==> src/cache_macros.svh <==
`ifndef CACHE_MACROS_SVH
`define CACHE_MACROS_SVH

// Number of hardware strands sharing the L1 data cache
// Each strand owns exactly one store buffer entry
`define STRAND_COUNT 4

// Line address fields as seen by the L1 data cache
// The L2 request address is the tag followed by the set index
`define L1_TAG_WIDTH 16
`define L1_SET_INDEX_WIDTH 10

// Cache line payload in bits
`define LINE_WIDTH 512

// One byte enable per byte of the line
`define MASK_WIDTH 64

// Unit ID that tags L2 traffic belonging to the store buffer
// Responses carrying any other ID are meant for other L1 units
`define UNIT_STBUF 2

`endif

==> src/cache_pkg.sv <==
package cache_pkg;

	`include "cache_macros.svh"

	// Operations understood by the L2 cache
	// Only the store buffer ops are produced in this design, loads come from the miss path
	typedef enum logic [2:0]
	{
		L2OP_LOAD       = 3'd0,
		L2OP_STORE      = 3'd1,
		L2OP_STORE_SYNC = 3'd2,
		L2OP_FLUSH      = 3'd3
	} l2_op_t;

	// ID of the L1 unit that owns a request or a response
	typedef logic [1:0] unit_t;

	// Hardware strand index
	// Sized to cover STRAND_COUNT strands
	typedef logic [1:0] strand_t;

endpackage

==> src/rr_arbiter.sv <==
`timescale 1ns/1ps

`include "cache_macros.svh"

module rr_arbiter
#(
	parameter int NUM_REQ = `STRAND_COUNT
)
(
	input  logic               clk,
	input  logic               reset_n,
	input  logic [NUM_REQ-1:0] request_i,
	input  logic               advance_i,
	output logic [NUM_REQ-1:0] grant_oh_o
);

	// A single requester still needs a one bit pointer
	localparam int PTR_WIDTH = (NUM_REQ > 1) ? $clog2(NUM_REQ) : 1;

	// Index of the requester that has the highest priority this cycle
	logic [PTR_WIDTH-1:0] priority_ptr;
	// Requests at or above the pointer, searched before the wrapped ones
	logic [NUM_REQ-1:0]   upper_request;
	logic [PTR_WIDTH-1:0] grant_idx;
	logic                 grant_found;
	// Grant that was presented but not accepted in the previous cycle
	logic                 hold_valid;
	logic [PTR_WIDTH-1:0] held_idx;

	always_comb
	begin
		for (int i = 0; i < NUM_REQ; i++)
			upper_request[i] = request_i[i] && (i >= priority_ptr);

		grant_oh_o = '0;
		grant_idx = '0;
		grant_found = 1'b0;

		// First pass looks from the pointer up to the top requester
		for (int i = 0; i < NUM_REQ; i++)
		begin
			if (!grant_found && upper_request[i])
			begin
				grant_oh_o[i] = 1'b1;
				grant_idx = PTR_WIDTH'(i);
				grant_found = 1'b1;
			end
		end

		// Second pass wraps around to the requesters below the pointer
		for (int i = 0; i < NUM_REQ; i++)
		begin
			if (!grant_found && request_i[i])
			begin
				grant_oh_o[i] = 1'b1;
				grant_idx = PTR_WIDTH'(i);
				grant_found = 1'b1;
			end
		end

		// A stalled grant stays put even if a higher priority request shows up meanwhile
		if (hold_valid && request_i[held_idx])
		begin
			grant_oh_o = '0;
			grant_oh_o[held_idx] = 1'b1;
			grant_idx = held_idx;
		end
	end

	always_ff @(posedge clk or negedge reset_n)
	begin
		if (!reset_n)
		begin
			priority_ptr <= '0;
			hold_valid <= 1'b0;
			held_idx <= '0;
		end
		else
		begin
			hold_valid <= grant_found && !advance_i;
			held_idx <= grant_idx;

			// The grantee drops to lowest priority once its grant is taken
			if (grant_found && advance_i)
			begin
				if (grant_idx == PTR_WIDTH'(NUM_REQ - 1))
					priority_ptr <= '0;
				else
					priority_ptr <= grant_idx + 1'b1;
			end
		end
	end

endmodule

==> src/store_buffer.sv <==
`timescale 1ns/1ps

`include "cache_macros.svh"

module store_buffer
(
	input  logic                                         clk,
	input  logic                                         reset_n,

	// Strand pipeline request
	input  logic                                         dcache_store_i,
	input  logic                                         dcache_flush_i,
	input  logic                                         dcache_stbar_i,
	input  logic                                         synchronized_i,
	input  cache_pkg::strand_t                           strand_i,
	input  logic [`L1_TAG_WIDTH-1:0]                     requested_tag_i,
	input  logic [`L1_SET_INDEX_WIDTH-1:0]               requested_set_i,
	input  logic [`LINE_WIDTH-1:0]                       data_i,
	input  logic [`MASK_WIDTH-1:0]                       mask_i,

	// Strand pipeline results
	output logic [`LINE_WIDTH-1:0]                       data_o,
	output logic [`MASK_WIDTH-1:0]                       mask_o,
	output logic                                         rollback_o,
	output logic [`STRAND_COUNT-1:0]                     store_resume_strands_o,
	output logic                                         store_update_o,
	output logic [`L1_SET_INDEX_WIDTH-1:0]               store_update_set_o,

	// L2 request
	output logic                                         l2req_valid_o,
	input  logic                                         l2req_ready_i,
	output cache_pkg::l2_op_t                            l2req_op_o,
	output cache_pkg::unit_t                             l2req_unit_o,
	output cache_pkg::strand_t                           l2req_strand_o,
	output logic [`L1_TAG_WIDTH+`L1_SET_INDEX_WIDTH-1:0] l2req_address_o,
	output logic [`LINE_WIDTH-1:0]                       l2req_data_o,
	output logic [`MASK_WIDTH-1:0]                       l2req_mask_o,

	// L2 response
	input  logic                                         l2rsp_valid_i,
	input  cache_pkg::unit_t                             l2rsp_unit_i,
	input  cache_pkg::strand_t                           l2rsp_strand_i,
	input  logic                                         l2rsp_status_i,
	input  logic                                         l2rsp_update_i,

	// Number of stores accepted into the buffer
	output logic [63:0]                                  store_count_o
);

	import cache_pkg::*;

	// Entry control state, one bit per strand
	logic [`STRAND_COUNT-1:0]       store_enqueued;
	logic [`STRAND_COUNT-1:0]       store_acknowledged;
	logic [`STRAND_COUNT-1:0]       store_flush;
	logic [`STRAND_COUNT-1:0]       store_synchronized;

	// Entry payload
	logic [`L1_TAG_WIDTH-1:0]       store_tag [`STRAND_COUNT];
	logic [`L1_SET_INDEX_WIDTH-1:0] store_set [`STRAND_COUNT];
	logic [`LINE_WIDTH-1:0]         store_data [`STRAND_COUNT];
	logic [`MASK_WIDTH-1:0]         store_mask [`STRAND_COUNT];

	logic [`STRAND_COUNT-1:0]       issue_oh;
	strand_t                        issue_idx;

	// Strands that were rolled back on a full entry and wait for its response
	logic [`STRAND_COUNT-1:0]       store_wait_strands;
	logic                           stbuf_full;

	// Synchronized store bookkeeping
	logic [`STRAND_COUNT-1:0]       sync_store_wait;
	logic [`STRAND_COUNT-1:0]       sync_store_complete;
	logic [`STRAND_COUNT-1:0]       sync_store_result;
	logic [`STRAND_COUNT-1:0]       sync_req_mask;
	logic                           need_sync_rollback;
	logic                           need_sync_rollback_latched;

	logic [`STRAND_COUNT-1:0]       strand_mask;
	logic [`STRAND_COUNT-1:0]       l2_ack_mask;
	logic                           rsp_for_stbuf;
	logic                           l2_store_complete;
	logic                           any_store_op;
	logic                           store_collision;
	logic                           enqueue;
	logic [`LINE_WIDTH-1:0]         bypass_data;
	logic [`MASK_WIDTH-1:0]         bypass_mask;
	logic [63:0]                    store_count;

	assign strand_mask = {{(`STRAND_COUNT-1){1'b0}}, 1'b1} << strand_i;

	// Stores, flushes and barriers all need the entry to be free
	assign any_store_op = dcache_store_i || dcache_flush_i || dcache_stbar_i;

	// Read after write bypass
	// Only the strand that owns the entry may see its pending data
	always_comb
	begin
		bypass_data = '0;
		bypass_mask = '0;
		if (store_enqueued[strand_i]
			&& store_tag[strand_i] == requested_tag_i
			&& store_set[strand_i] == requested_set_i)
		begin
			bypass_data = store_data[strand_i];
			bypass_mask = store_mask[strand_i];
		end
	end

	// Entries that hold work not yet taken by the L2 compete for the request port
	rr_arbiter #(
		.NUM_REQ(`STRAND_COUNT)
	) issue_arbiter (
		.clk(clk),
		.reset_n(reset_n),
		.request_i(store_enqueued & ~store_acknowledged),
		.advance_i(l2req_ready_i),
		.grant_oh_o(issue_oh)
	);

	always_comb
	begin
		issue_idx = '0;
		for (int k = 0; k < `STRAND_COUNT; k++)
		begin
			if (issue_oh[k])
				issue_idx = strand_t'(k);
		end
	end

	// A flush entry never carries store data, so it is checked first
	always_comb
	begin
		if (store_flush[issue_idx])
			l2req_op_o = L2OP_FLUSH;
		else if (store_synchronized[issue_idx])
			l2req_op_o = L2OP_STORE_SYNC;
		else
			l2req_op_o = L2OP_STORE;
	end

	assign l2req_valid_o = |issue_oh;
	assign l2req_unit_o = unit_t'(`UNIT_STBUF);
	assign l2req_strand_o = issue_idx;
	assign l2req_address_o = {store_tag[issue_idx], store_set[issue_idx]};
	assign l2req_data_o = store_data[issue_idx];
	assign l2req_mask_o = store_mask[issue_idx];

	// Responses for other units pass by untouched
	assign rsp_for_stbuf = l2rsp_valid_i && l2rsp_unit_i == unit_t'(`UNIT_STBUF);
	assign l2_ack_mask = rsp_for_stbuf
		? {{(`STRAND_COUNT-1){1'b0}}, 1'b1} << l2rsp_strand_i : '0;
	assign l2_store_complete = rsp_for_stbuf && store_enqueued[l2rsp_strand_i];

	// The L1 line is refreshed in the same cycle the L2 reports the update
	assign store_update_o = rsp_for_stbuf && l2rsp_update_i;
	assign store_update_set_o = rsp_for_stbuf ? store_set[l2rsp_strand_i] : '0;

	// The entry frees up in the same cycle the strand wants it again
	// The new request then takes over the entry directly
	assign store_collision = l2_store_complete && any_store_op && strand_i == l2rsp_strand_i;

	// A synchronized store is only sent once, the retry picks up the result
	assign sync_req_mask = (synchronized_i && dcache_store_i && !store_enqueued[strand_i])
		? strand_mask : '0;
	assign need_sync_rollback = |(sync_req_mask & ~sync_store_complete);

	assign enqueue = (dcache_store_i || dcache_flush_i)
		&& (!store_enqueued[strand_i] || store_collision)
		&& (!synchronized_i || need_sync_rollback);

	assign rollback_o = stbuf_full || need_sync_rollback_latched;
	assign store_count_o = store_count;

	always_ff @(posedge clk or negedge reset_n)
	begin
		if (!reset_n)
		begin
			store_enqueued <= '0;
			store_acknowledged <= '0;
			store_wait_strands <= '0;
			stbuf_full <= 1'b0;
			store_resume_strands_o <= '0;
			sync_store_wait <= '0;
			sync_store_complete <= '0;
			sync_store_result <= '0;
			need_sync_rollback_latched <= 1'b0;
			store_count <= '0;
		end
		else
		begin
			// Occupied entry means the strand must retry after the response
			if (any_store_op && store_enqueued[strand_i] && !store_collision)
			begin
				store_wait_strands <= (store_wait_strands & ~l2_ack_mask) | strand_mask;
				stbuf_full <= 1'b1;
			end
			else
			begin
				store_wait_strands <= store_wait_strands & ~l2_ack_mask;
				stbuf_full <= 1'b0;
			end

			// Resume comes one cycle late so it never lands before the rollback
			store_resume_strands_o <= (l2_ack_mask & store_wait_strands)
				| (l2_ack_mask & sync_store_wait);

			if (enqueue)
			begin
				store_enqueued[strand_i] <= 1'b1;
				if (dcache_store_i)
					store_count <= store_count + 64'd1;
			end

			// Granted entry is taken by the L2 when ready is high
			if (l2req_valid_o && l2req_ready_i)
				store_acknowledged[issue_idx] <= 1'b1;

			if (l2_store_complete)
			begin
				if (!store_collision)
					store_enqueued[l2rsp_strand_i] <= 1'b0;
				store_acknowledged[l2rsp_strand_i] <= 1'b0;
			end

			// Waiting ends at the ack, complete lasts until the retry consumes it
			sync_store_wait <= (sync_store_wait | (sync_req_mask & ~sync_store_complete))
				& ~l2_ack_mask;
			sync_store_complete <= (sync_store_complete | (sync_store_wait & l2_ack_mask))
				& ~sync_req_mask;
			if (|(l2_ack_mask & sync_store_wait))
				sync_store_result[l2rsp_strand_i] <= l2rsp_status_i;

			need_sync_rollback_latched <= need_sync_rollback;
		end
	end

	// Payload follows the enqueue, the control bits above say whether it is live
	always_ff @(posedge clk)
	begin
		if (enqueue)
		begin
			store_tag[strand_i] <= requested_tag_i;
			store_set[strand_i] <= requested_set_i;
			store_data[strand_i] <= data_i;
			store_mask[strand_i] <= mask_i;
			store_flush[strand_i] <= dcache_flush_i;
			store_synchronized[strand_i] <= synchronized_i;
		end

		// A synchronized store returns its L2 status in bit 0 of each word
		if (synchronized_i && dcache_store_i)
		begin
			data_o <= {(`LINE_WIDTH/32){{31{1'b0}}, sync_store_result[strand_i]}};
			mask_o <= {`MASK_WIDTH{1'b1}};
		end
		else
		begin
			data_o <= bypass_data;
			mask_o <= bypass_mask;
		end
	end

endmodule

==> src/store_path_top.sv <==
`timescale 1ns/1ps

`include "cache_macros.svh"

module store_path_top
(
	input  logic                                         clk,
	input  logic                                         reset_n,

	// Strand pipeline request
	input  logic                                         dcache_store_i,
	input  logic                                         dcache_flush_i,
	input  logic                                         dcache_stbar_i,
	input  logic                                         synchronized_i,
	input  cache_pkg::strand_t                           strand_i,
	input  logic [`L1_TAG_WIDTH-1:0]                     requested_tag_i,
	input  logic [`L1_SET_INDEX_WIDTH-1:0]               requested_set_i,
	input  logic [`LINE_WIDTH-1:0]                       data_i,
	input  logic [`MASK_WIDTH-1:0]                       mask_i,

	// Strand pipeline results
	output logic [`LINE_WIDTH-1:0]                       data_o,
	output logic [`MASK_WIDTH-1:0]                       mask_o,
	output logic                                         rollback_o,
	output logic [`STRAND_COUNT-1:0]                     store_resume_strands_o,
	output logic                                         store_update_o,
	output logic [`L1_SET_INDEX_WIDTH-1:0]               store_update_set_o,

	// L2 request
	output logic                                         l2req_valid_o,
	input  logic                                         l2req_ready_i,
	output cache_pkg::l2_op_t                            l2req_op_o,
	output cache_pkg::unit_t                             l2req_unit_o,
	output cache_pkg::strand_t                           l2req_strand_o,
	output logic [`L1_TAG_WIDTH+`L1_SET_INDEX_WIDTH-1:0] l2req_address_o,
	output logic [`LINE_WIDTH-1:0]                       l2req_data_o,
	output logic [`MASK_WIDTH-1:0]                       l2req_mask_o,

	// L2 response
	input  logic                                         l2rsp_valid_i,
	input  cache_pkg::unit_t                             l2rsp_unit_i,
	input  cache_pkg::strand_t                           l2rsp_strand_i,
	input  logic                                         l2rsp_status_i,
	input  logic                                         l2rsp_update_i,

	// Performance counter
	output logic [63:0]                                  store_count_o
);

	// Store path between the strand pipeline and the L2 interface
	store_buffer stbuf (
		.clk(clk),
		.reset_n(reset_n),
		.dcache_store_i(dcache_store_i),
		.dcache_flush_i(dcache_flush_i),
		.dcache_stbar_i(dcache_stbar_i),
		.synchronized_i(synchronized_i),
		.strand_i(strand_i),
		.requested_tag_i(requested_tag_i),
		.requested_set_i(requested_set_i),
		.data_i(data_i),
		.mask_i(mask_i),
		.data_o(data_o),
		.mask_o(mask_o),
		.rollback_o(rollback_o),
		.store_resume_strands_o(store_resume_strands_o),
		.store_update_o(store_update_o),
		.store_update_set_o(store_update_set_o),
		.l2req_valid_o(l2req_valid_o),
		.l2req_ready_i(l2req_ready_i),
		.l2req_op_o(l2req_op_o),
		.l2req_unit_o(l2req_unit_o),
		.l2req_strand_o(l2req_strand_o),
		.l2req_address_o(l2req_address_o),
		.l2req_data_o(l2req_data_o),
		.l2req_mask_o(l2req_mask_o),
		.l2rsp_valid_i(l2rsp_valid_i),
		.l2rsp_unit_i(l2rsp_unit_i),
		.l2rsp_strand_i(l2rsp_strand_i),
		.l2rsp_status_i(l2rsp_status_i),
		.l2rsp_update_i(l2rsp_update_i),
		.store_count_o(store_count_o)
	);

endmodule

==> config.mk <==
export PLATFORM = sky130hd
export DESIGN_NAME = store_path_top
export DESIGN_NICKNAME = d
export VERILOG_FILES = /design/src/cache_pkg.sv /design/src/rr_arbiter.sv /design/src/store_buffer.sv /design/src/store_path_top.sv
export VERILOG_INCLUDE_DIRS = /design/src
export SDC_FILE = /design/constraint.sdc
export NUM_CORES = 2
export LEC_CHECK = 0
export ABC_AREA = 1
export BUFFER_PORTS_ARGS = -buffer_cell sky130_fd_sc_hd__buf_2
export CAP_MARGIN = 20
export CORE_AREA = 8 8 717 719
export CTS_CLUSTER_SIZE = 20
export DETAILED_ROUTE_END_ITERATION = 7
export DIE_AREA = 0 0 725 727
export GPL_TIMING_DRIVEN = 0
export PLACE_DENSITY = 0.37
export SLEW_MARGIN = 15
export SYNTH_ARGS = -nofsm -noshare
export SYNTH_HDL_FRONTEND = slang
export SYNTH_SLANG_ARGS = --single-unit
==> constraint.sdc <==
create_clock -name clk -period 25.4 [get_ports clk]
set_input_delay 2.54 -clock clk [delete_from_list [all_inputs] [get_ports clk]]
set_output_delay 2.54 -clock clk [all_outputs]
set_load 0.01 [all_outputs]
# ---- Yosys cells after proc, flatten, opt, wreduce, memory -nomap -nowiden
# Memories as Yosys holds them, arrays and structs flattened.
# Index checks and enable logic that the tools add are counted.
# W data, S select, Z words.
dict set report classes {
  add_sub_neg 2
  bitwise_logic 21
  n_reduce_logical 52
  n_eq_ne 5
  order_cmp 11
  shifts 2
  n_mux 68
}
# operator n
set ops {}
lappend ops {{$mux W481} 2}
lappend ops {{$add A64 B1 Y64 const B} 1}
lappend ops {{$mux W64} 1}
lappend ops {{$and A4 B4 Y4} 9}
lappend ops {{$mux W4} 9}
lappend ops {{$logic_and A1 B1 Y1} 31}
lappend ops {{$mux W1} 30}
lappend ops {{$or A4 B4 Y4} 6}
lappend ops {{$mux W2} 11}
lappend ops {{$not A4 Y4} 5}
lappend ops {{$eq A16 B16 Y1} 1}
lappend ops {{$bmux W1 S2} 6}
lappend ops {{$bwmux W4} 3}
lappend ops {{$lt A2 B3 Y1 const B} 4}
lappend ops {{$reduce_or A4 Y1} 3}
lappend ops {{$logic_not A1 Y1} 11}
lappend ops {{$eq A10 B10 Y1} 1}
lappend ops {{$mux W10} 1}
lappend ops {{$demux W1 S2} 4}
lappend ops {{$ge A2 B1 Y1 const B} 4}
lappend ops {{$shl A1 B2 Y4 const A} 2}
lappend ops {{$logic_or A1 B1 Y1} 5}
lappend ops {{$eq A2 B2 Y1 const B} 2}
lappend ops {{$ge A1 B2 Y1 const A} 2}
lappend ops {{other kinds (7)} 7}
dict set report word_totals {
  ff_bits 683
  mem_count 4
  output_inout_bits 1266
  ramBits 2408
}
# memory depth word_bits read_ports rd_clocked_by_memory_dff write_ports line_no
set memory_table {}
lappend memory_table {stbuf.store_data 4 512 2 0 1 store_buffer.sv:61} ;# logic [`LINE_WIDTH-1:0] store_data [`STRAND_COUNT];
lappend memory_table {stbuf.store_mask 4 64 2 0 1 store_buffer.sv:62} ;# logic [`MASK_WIDTH-1:0] store_mask [`STRAND_COUNT];
lappend memory_table {stbuf.store_tag 4 16 2 0 1 store_buffer.sv:59} ;# logic [`L1_TAG_WIDTH-1:0] store_tag [`STRAND_COUNT];
lappend memory_table {stbuf.store_set 4 10 3 0 1 store_buffer.sv:60} ;# logic [`L1_SET_INDEX_WIDTH-1:0] store_set [`STRAND_COUNT];

# ---- Depth between registers and ports, before layout
dict set report logic_depth {
  word_depth 37
  depth_mapped 17
  mapped_depth_nobuf 14
}

# ---- Modules after synthesis
# Synthesis repeated with hierarchy kept, for this count alone.
dict set report hier_totals {
  hier_cells 9412
  hier_area_um2 123913.8
}
# mod instances area_each_um2 seq_area_each_um2 cells_per_inst
set by_module_without_submodules {}
lappend by_module_without_submodules {store_buffer 1 123477.2 86432.9 9345}
lappend by_module_without_submodules {rr_arbiter 1 436.7 125.1 67}

# ---- Worst setup path before layout
# OpenSTA, ideal clock, no wires.
dict set report synth_path {
  path_kind {input -> register}
  start {in strand_i[1]}
  end {mem stbuf.store_data[2][0] in the netlist's numbering, enable pin}
  slack_ns 8.840
  t_arrival_ns 15.612
  stages 9
  n_path_buf 5
  setup_time_ns 0.948
  path_cell_list {buf_2 -> inv_2 -> buf_2 -> nor2_2 -> buf_2 -> clkbuf_1 -> clkbuf_1 -> nand3_1 -> inv_1}
}
dict set report synth_via {
  elab_chain_len 11
}
# element line_no
set synth_rtl {}
lappend synth_rtl {{start, declared} store_path_top.sv:15} ;# input cache_pkg::strand_t strand_i,
lappend synth_rtl {{$bmux W1 S2} {store_buffer.sv:164, store_buffer.sv:169}}
lappend synth_rtl {{$mux W1 (implied by the code)} {store_buffer.sv:164, store_buffer.sv:169}}
lappend synth_rtl {{$logic_not A1 Y1} {store_buffer.sv:164, store_buffer.sv:169}}
lappend synth_rtl {{$logic_and A1 B1 Y1} store_buffer.sv:164} ;# assign sync_req_mask = (synchronized_i && dcache_store_i && !store_enqueued[strand_i])
lappend synth_rtl {{$mux W4} store_buffer.sv:165} ;# ? strand_mask : '0;
lappend synth_rtl {{$and A4 B4 Y4} store_buffer.sv:166} ;# assign need_sync_rollback = |(sync_req_mask & ~sync_store_complete);
lappend synth_rtl {{$reduce_or A4 Y1} store_buffer.sv:166}
lappend synth_rtl {{$logic_or A1 B1 Y1} store_buffer.sv:170} ;# && (!synchronized_i || need_sync_rollback);
lappend synth_rtl {{$logic_and A1 B1 Y1} store_buffer.sv:170}
lappend synth_rtl {{$mux W1} store_buffer.sv:241} ;# if (enqueue)
lappend synth_rtl {{$mux W1 (implied by the code)} store_buffer.sv:245} ;# store_data[strand_i] <= data_i;
lappend synth_rtl {{end, declared} store_buffer.sv:61}
# Several ways; a longest one is shown, not always the timed one. The select of a mux whose other input is x is not followed.

# ---- Final worst setup path
dict set report layout_path {
  start {reg stbuf.store_enqueued[2]}
  end {out l2req_data_o[4]}
}
dict set report layout_via {
  elab_chain_len 22
}
# element line_no
set layout_rtl {}
lappend layout_rtl {{start, declared} store_buffer.sv:53} ;# logic [`STRAND_COUNT-1:0] store_enqueued;
lappend layout_rtl {{start signal, assigned} store_buffer.sv:179} ;# store_enqueued <= '0;
lappend layout_rtl {{start signal, assigned by index} store_buffer.sv:210} ;# store_enqueued[strand_i] <= 1'b1;
lappend layout_rtl {{start signal, assigned by index} store_buffer.sv:222} ;# store_enqueued[l2rsp_strand_i] <= 1'b0;
lappend layout_rtl {{$and A4 B4 Y4 *} store_buffer.sv:116} ;# .request_i(store_enqueued & ~store_acknowledged),
lappend layout_rtl {{$logic_and A1 B1 Y1} rr_arbiter.sv:33} ;# upper_request[i] = request_i[i] && (i >= priority_ptr);
lappend layout_rtl {{$logic_and A1 B1 Y1} rr_arbiter.sv:42} ;# if (!grant_found && upper_request[i])
lappend layout_rtl {{$mux W1} rr_arbiter.sv:42}
lappend layout_rtl {{$logic_not A1 Y1} rr_arbiter.sv:42}
lappend layout_rtl {{$logic_and A1 B1 Y1} rr_arbiter.sv:42}
lappend layout_rtl {{$mux W1} rr_arbiter.sv:42}
lappend layout_rtl {{$logic_not A1 Y1} rr_arbiter.sv:53} ;# if (!grant_found && request_i[i])
lappend layout_rtl {{(+6 left out)} --}
lappend layout_rtl {{$logic_and A1 B1 Y1} rr_arbiter.sv:53}
lappend layout_rtl {{$mux W1} rr_arbiter.sv:53}
lappend layout_rtl {{$logic_not A1 Y1} rr_arbiter.sv:53}
lappend layout_rtl {{$logic_and A1 B1 Y1} rr_arbiter.sv:53}
lappend layout_rtl {{$mux W1} rr_arbiter.sv:53}
lappend layout_rtl {{$mux W4 *} rr_arbiter.sv:62} ;# if (hold_valid && request_i[held_idx])
lappend layout_rtl {{$mux W2 *} store_buffer.sv:126} ;# if (issue_oh[k])
lappend layout_rtl {{$mem_v2 Z4 W512 *} --}
lappend layout_rtl {{end, declared} store_path_top.sv:36} ;# output logic [`LINE_WIDTH-1:0] l2req_data_o,
# Every way passes the cells marked *; elsewhere a longest branch is shown, timed or not. The select of a mux whose other input is x is not followed.

==> flow_metrics.py <==
metrics = {
    "global_route": {
        "grt.met2_usage": 0.435,
        "grtUsageTotal": 0.269,
        "use_met1": 0.321,
        "grt_pass1_vias": 101000,
        "grt_max_degree": 76,
        "antenna_found_initial": 440,
        "grt.overflow.total": 0,
        "busiest_layer": "met2",
        "grt_use_met3": 0.0814,
        "grt_pass1_wl_um": 974000,
    },
    "detailed_routing": {
        "drc": 0,
        "wl_per_cell_um": 38.0,
        "avgViaCountPerCell": 5.32,
        "drt_iter0_markers": 11600,
        "first_pass_iters": 7,
        "vias": 105000,
        "drt.antenna.violating_nets": 0,
        "wl_um": 749000,
    },
    "logic_synthesis": {
        "netlist_area_um2": 123000,
        "synth_edf_count": 2416,
        "ys.flop_type": "edfxtp_1",
        "ys.warnings.count": 0,
        "avgSynthCellArea_um2": 12.2,
        "synthCells": 10100,
        "ys_ff_latch": 3091,
        "synth_cell_types": 36,
        "synth_seq_area_share": 0.702,
        "async_flop_share": 0.0320,
    },
    "cells_and_area": {
        "num-fill-cells": 51300,
        "layout.nets": 13000,
        "drive_gt1_frac": 0.217,
        "instances_no_fill": 19700,
        "syn2layout_area_growth_pct": 27.0,
        "final_cell_area_um2": 156000,
    },
    "worst_setup_path": {
        "crit_arrival_ns": 5.85,
        "cp-end-kind": "output port",
        "required_ns": 22.86,
        "cp_max_fo": 11,
        "cp-start-kind": "flop",
        "crit_type": "flop to output port",
    },
    "floorplan": {
        "dieWidth_um": 725,
        "coreArea_um2": 503000,
        "die-area_um2": 527000,
        "ios": 1884,
        "die_h_um": 727,
        "rows": 261,
        "start_util": 0.245,
    },
    "timing": {
        "finClkSkew_ns": 0.0721,
        "hold_slack_ns": 0.495,
        "hold_viol": 0,
        "slew_violations": 0,
        "tns_ns": 0,
        "clock.fmax_mhz": 119,
        "tightest_slew_ns": 1.21,
        "slew_headroom": 0.192,
        "rsz0062_at_grt": "false",
        "period_minus_slack_ns": 8.39,
        "setup_ws_ns": 17.01,
        "period_share": 0.330,
        "finalSetupViolCount": 0,
    },
    "placed_design": {
        "dp.cells": 18700,
        "place.gp.congestion": 0.899,
        "pre_cts_ws_ns": 16.51,
        "place_area_um2": 143000,
        "dp_hpwl_um": 563000,
        "io_buffers": 1879,
    },
    "min_path": {
        "worstHoldPathType": "flop to flop",
    },
    "clock_tree": {
        "post_cts_buffers": 0,
        "htree_num_levels": 5,
        "root_buffer": "clkbuf_16",
        "hold_buffers": 0,
        "cts_tree": "built",
        "numCtsBuffers": 375,
        "clk_latency_ns": 1.01,
        "cts.sinks": 3091,
        "ctsLongestPathBuffers": 4,
        "cts_resized": 0,
        "clkTransAtPathRegs_ns": 0.06,
    },
    "power": {
        "p_leak_nw": 57.3,
        "power_frac_clock": 0.252,
        "combPwrFrac": 0.483,
        "p_sw_frac": 0.489,
        "peakVddDrop_mv": 0.144,
        "power_density_nw_per_um2": 140,
        "power_frac_seq": 0.265,
        "p_int_mw": 11.2,
        "p_sw_mw": 10.7,
    },
    "status": {
        "status": "finished, final reports clean",
    },
    "job": {
        "cap_viol_max_count": 0,
    },
}
-- power by group through the flow --
stage | clock [mW] | combinational, mW | sequential, mW
2_1_floorplan | 0 | 3.97 | 5.95
3_3_place_gp | 0 | 10.6 | 6.09
3_5_place_dp | 0 | 10.6 | 5.91
4_1_cts | 5.62 | 10.7 | 5.81
5_1_grt | 5.80 | 11.0 | 5.83
6_report | 5.52 | 10.6 | 5.81
-- cells in the mapped netlist (all sizes together) (140+ instances only) --
cell / n / area [um2]
nand3: 1997 / 10000
dfxtp: 576 / 11500
nor2: 670 / 2520
buf: 195 / 987
inv: 191 / 717
a22oi: 140 / 1050
a221oi: 502 / 4400
edfxtp: 2416 / 72500
a22o: 496 / 4340
nand2: 1290 / 4840
nand4: 638 / 3990
clkbuf: 643 / 2410
-- per-layer routing --
layer  part of all wire  wire [um]  vias to the layer above
met5             0.0012        906                        -
met2               0.46     348000                     6032
met3              0.095      71100                     1429
met1               0.38     284000                    53700
li1                   -          -                    43400
met4              0.060      45100                      138
-- path summary, 6_finish.rpt --
kind | from | end | slack, ns | cells after the start
worst max-delay path | stbuf.store_enqueued[2] | l2req_data_o[4] | 17.01 | 12
worst min-delay path | stbuf.store_acknowledged[2] | stbuf.store_acknowledged[2] | 0.49 | 1
worst max register to register | stbuf.store_enqueued[2] | stbuf.store_data[0][283] | 19.98 | 14
worst min register to register | stbuf.store_acknowledged[2] | stbuf.store_acknowledged[2] | 0.49 | 1
max in group asynchronous | reset_n | stbuf.store_resume_strands_o[1] | 23.19 | 2
min in group asynchronous | reset_n | stbuf.store_count_o[23] | 1.52 | 1
-- cells by family after synthesis --
kind of cell	after synthesis	synth area share
AND/OR/NAND/NOR	4624	0.175
adder cells (fa/ha/maj)	1	0.000102
XOR/XNOR	64	0.00455
AO/OA/AOI/OAI	1259	0.0847
other	2	0.0000610
buffers and inverters	1029	0.0334
flip-flops	3091	0.702
-- registers in the layout, indices dropped and copies added (netlist names), 40 cells and up --
signal / cells
stbuf.mask_o: 64
stbuf.store_set: 40
stbuf.store_data: 2048
stbuf.data_o: 512
stbuf.store_tag: 64
stbuf.store_count_o: 64
stbuf.store_mask: 256
-- final cells by class --
cell class                 instances  area (um2)  share of cell area
sequential                      3091       86600               0.553
clock inverter                   154        1760              0.0112
buffer                           838        3490              0.0223
antenna                          245         613             0.00392
multi-input combinational       5951       32600               0.208
timing repair buffer            1969       11500              0.0734
clock buffer                     550       10800              0.0693
inverter                         191         747             0.00477
tap                             6706        8390              0.0536
-- worst max-delay path, stage by stage, from the launching register on --
cell	delay (ns)
dfrtp_1	0.47
nand2_1	0.17
nand2_1	0.10
nand3_1	0.06
nor2_1	0.35
inv_1	0.14
nand3_1	0.13
buf_2	0.81
buf_2	0.71
clkbuf_1	0.74
nand3_1	0.14
nand4_1	0.73
buf_2	0.28
-- stage by stage --
stage           util  total power [mW]
6_report       0.311              21.9
5_1_grt        0.311              22.6
4_1_cts        0.310              22.1
3_5_place_dp   0.285              16.6
3_3_place_gp   0.280              16.7
2_1_floorplan      -              9.93
-- cell usage in the layout (no fill, tap or decap), types with 56 or more instances in the layout --
cell and instances:
buf_2 2004, nand3_1 1996, clkbuf_2 57, dfrtp_1 99, clkinv_2 56, edfxtp_1 2416
inv_1 181, clkbuf_16 388, dfxtp_1 576, o21ai_0 71, nand4_1 638, a221oi_1 502
nor2_1 665, a22o_1 496, clkbuf_1 690, nand2_1 1287, a22oi_1 140, diode_2 245
Note: power is estimated with default switching activity, not from simulation.
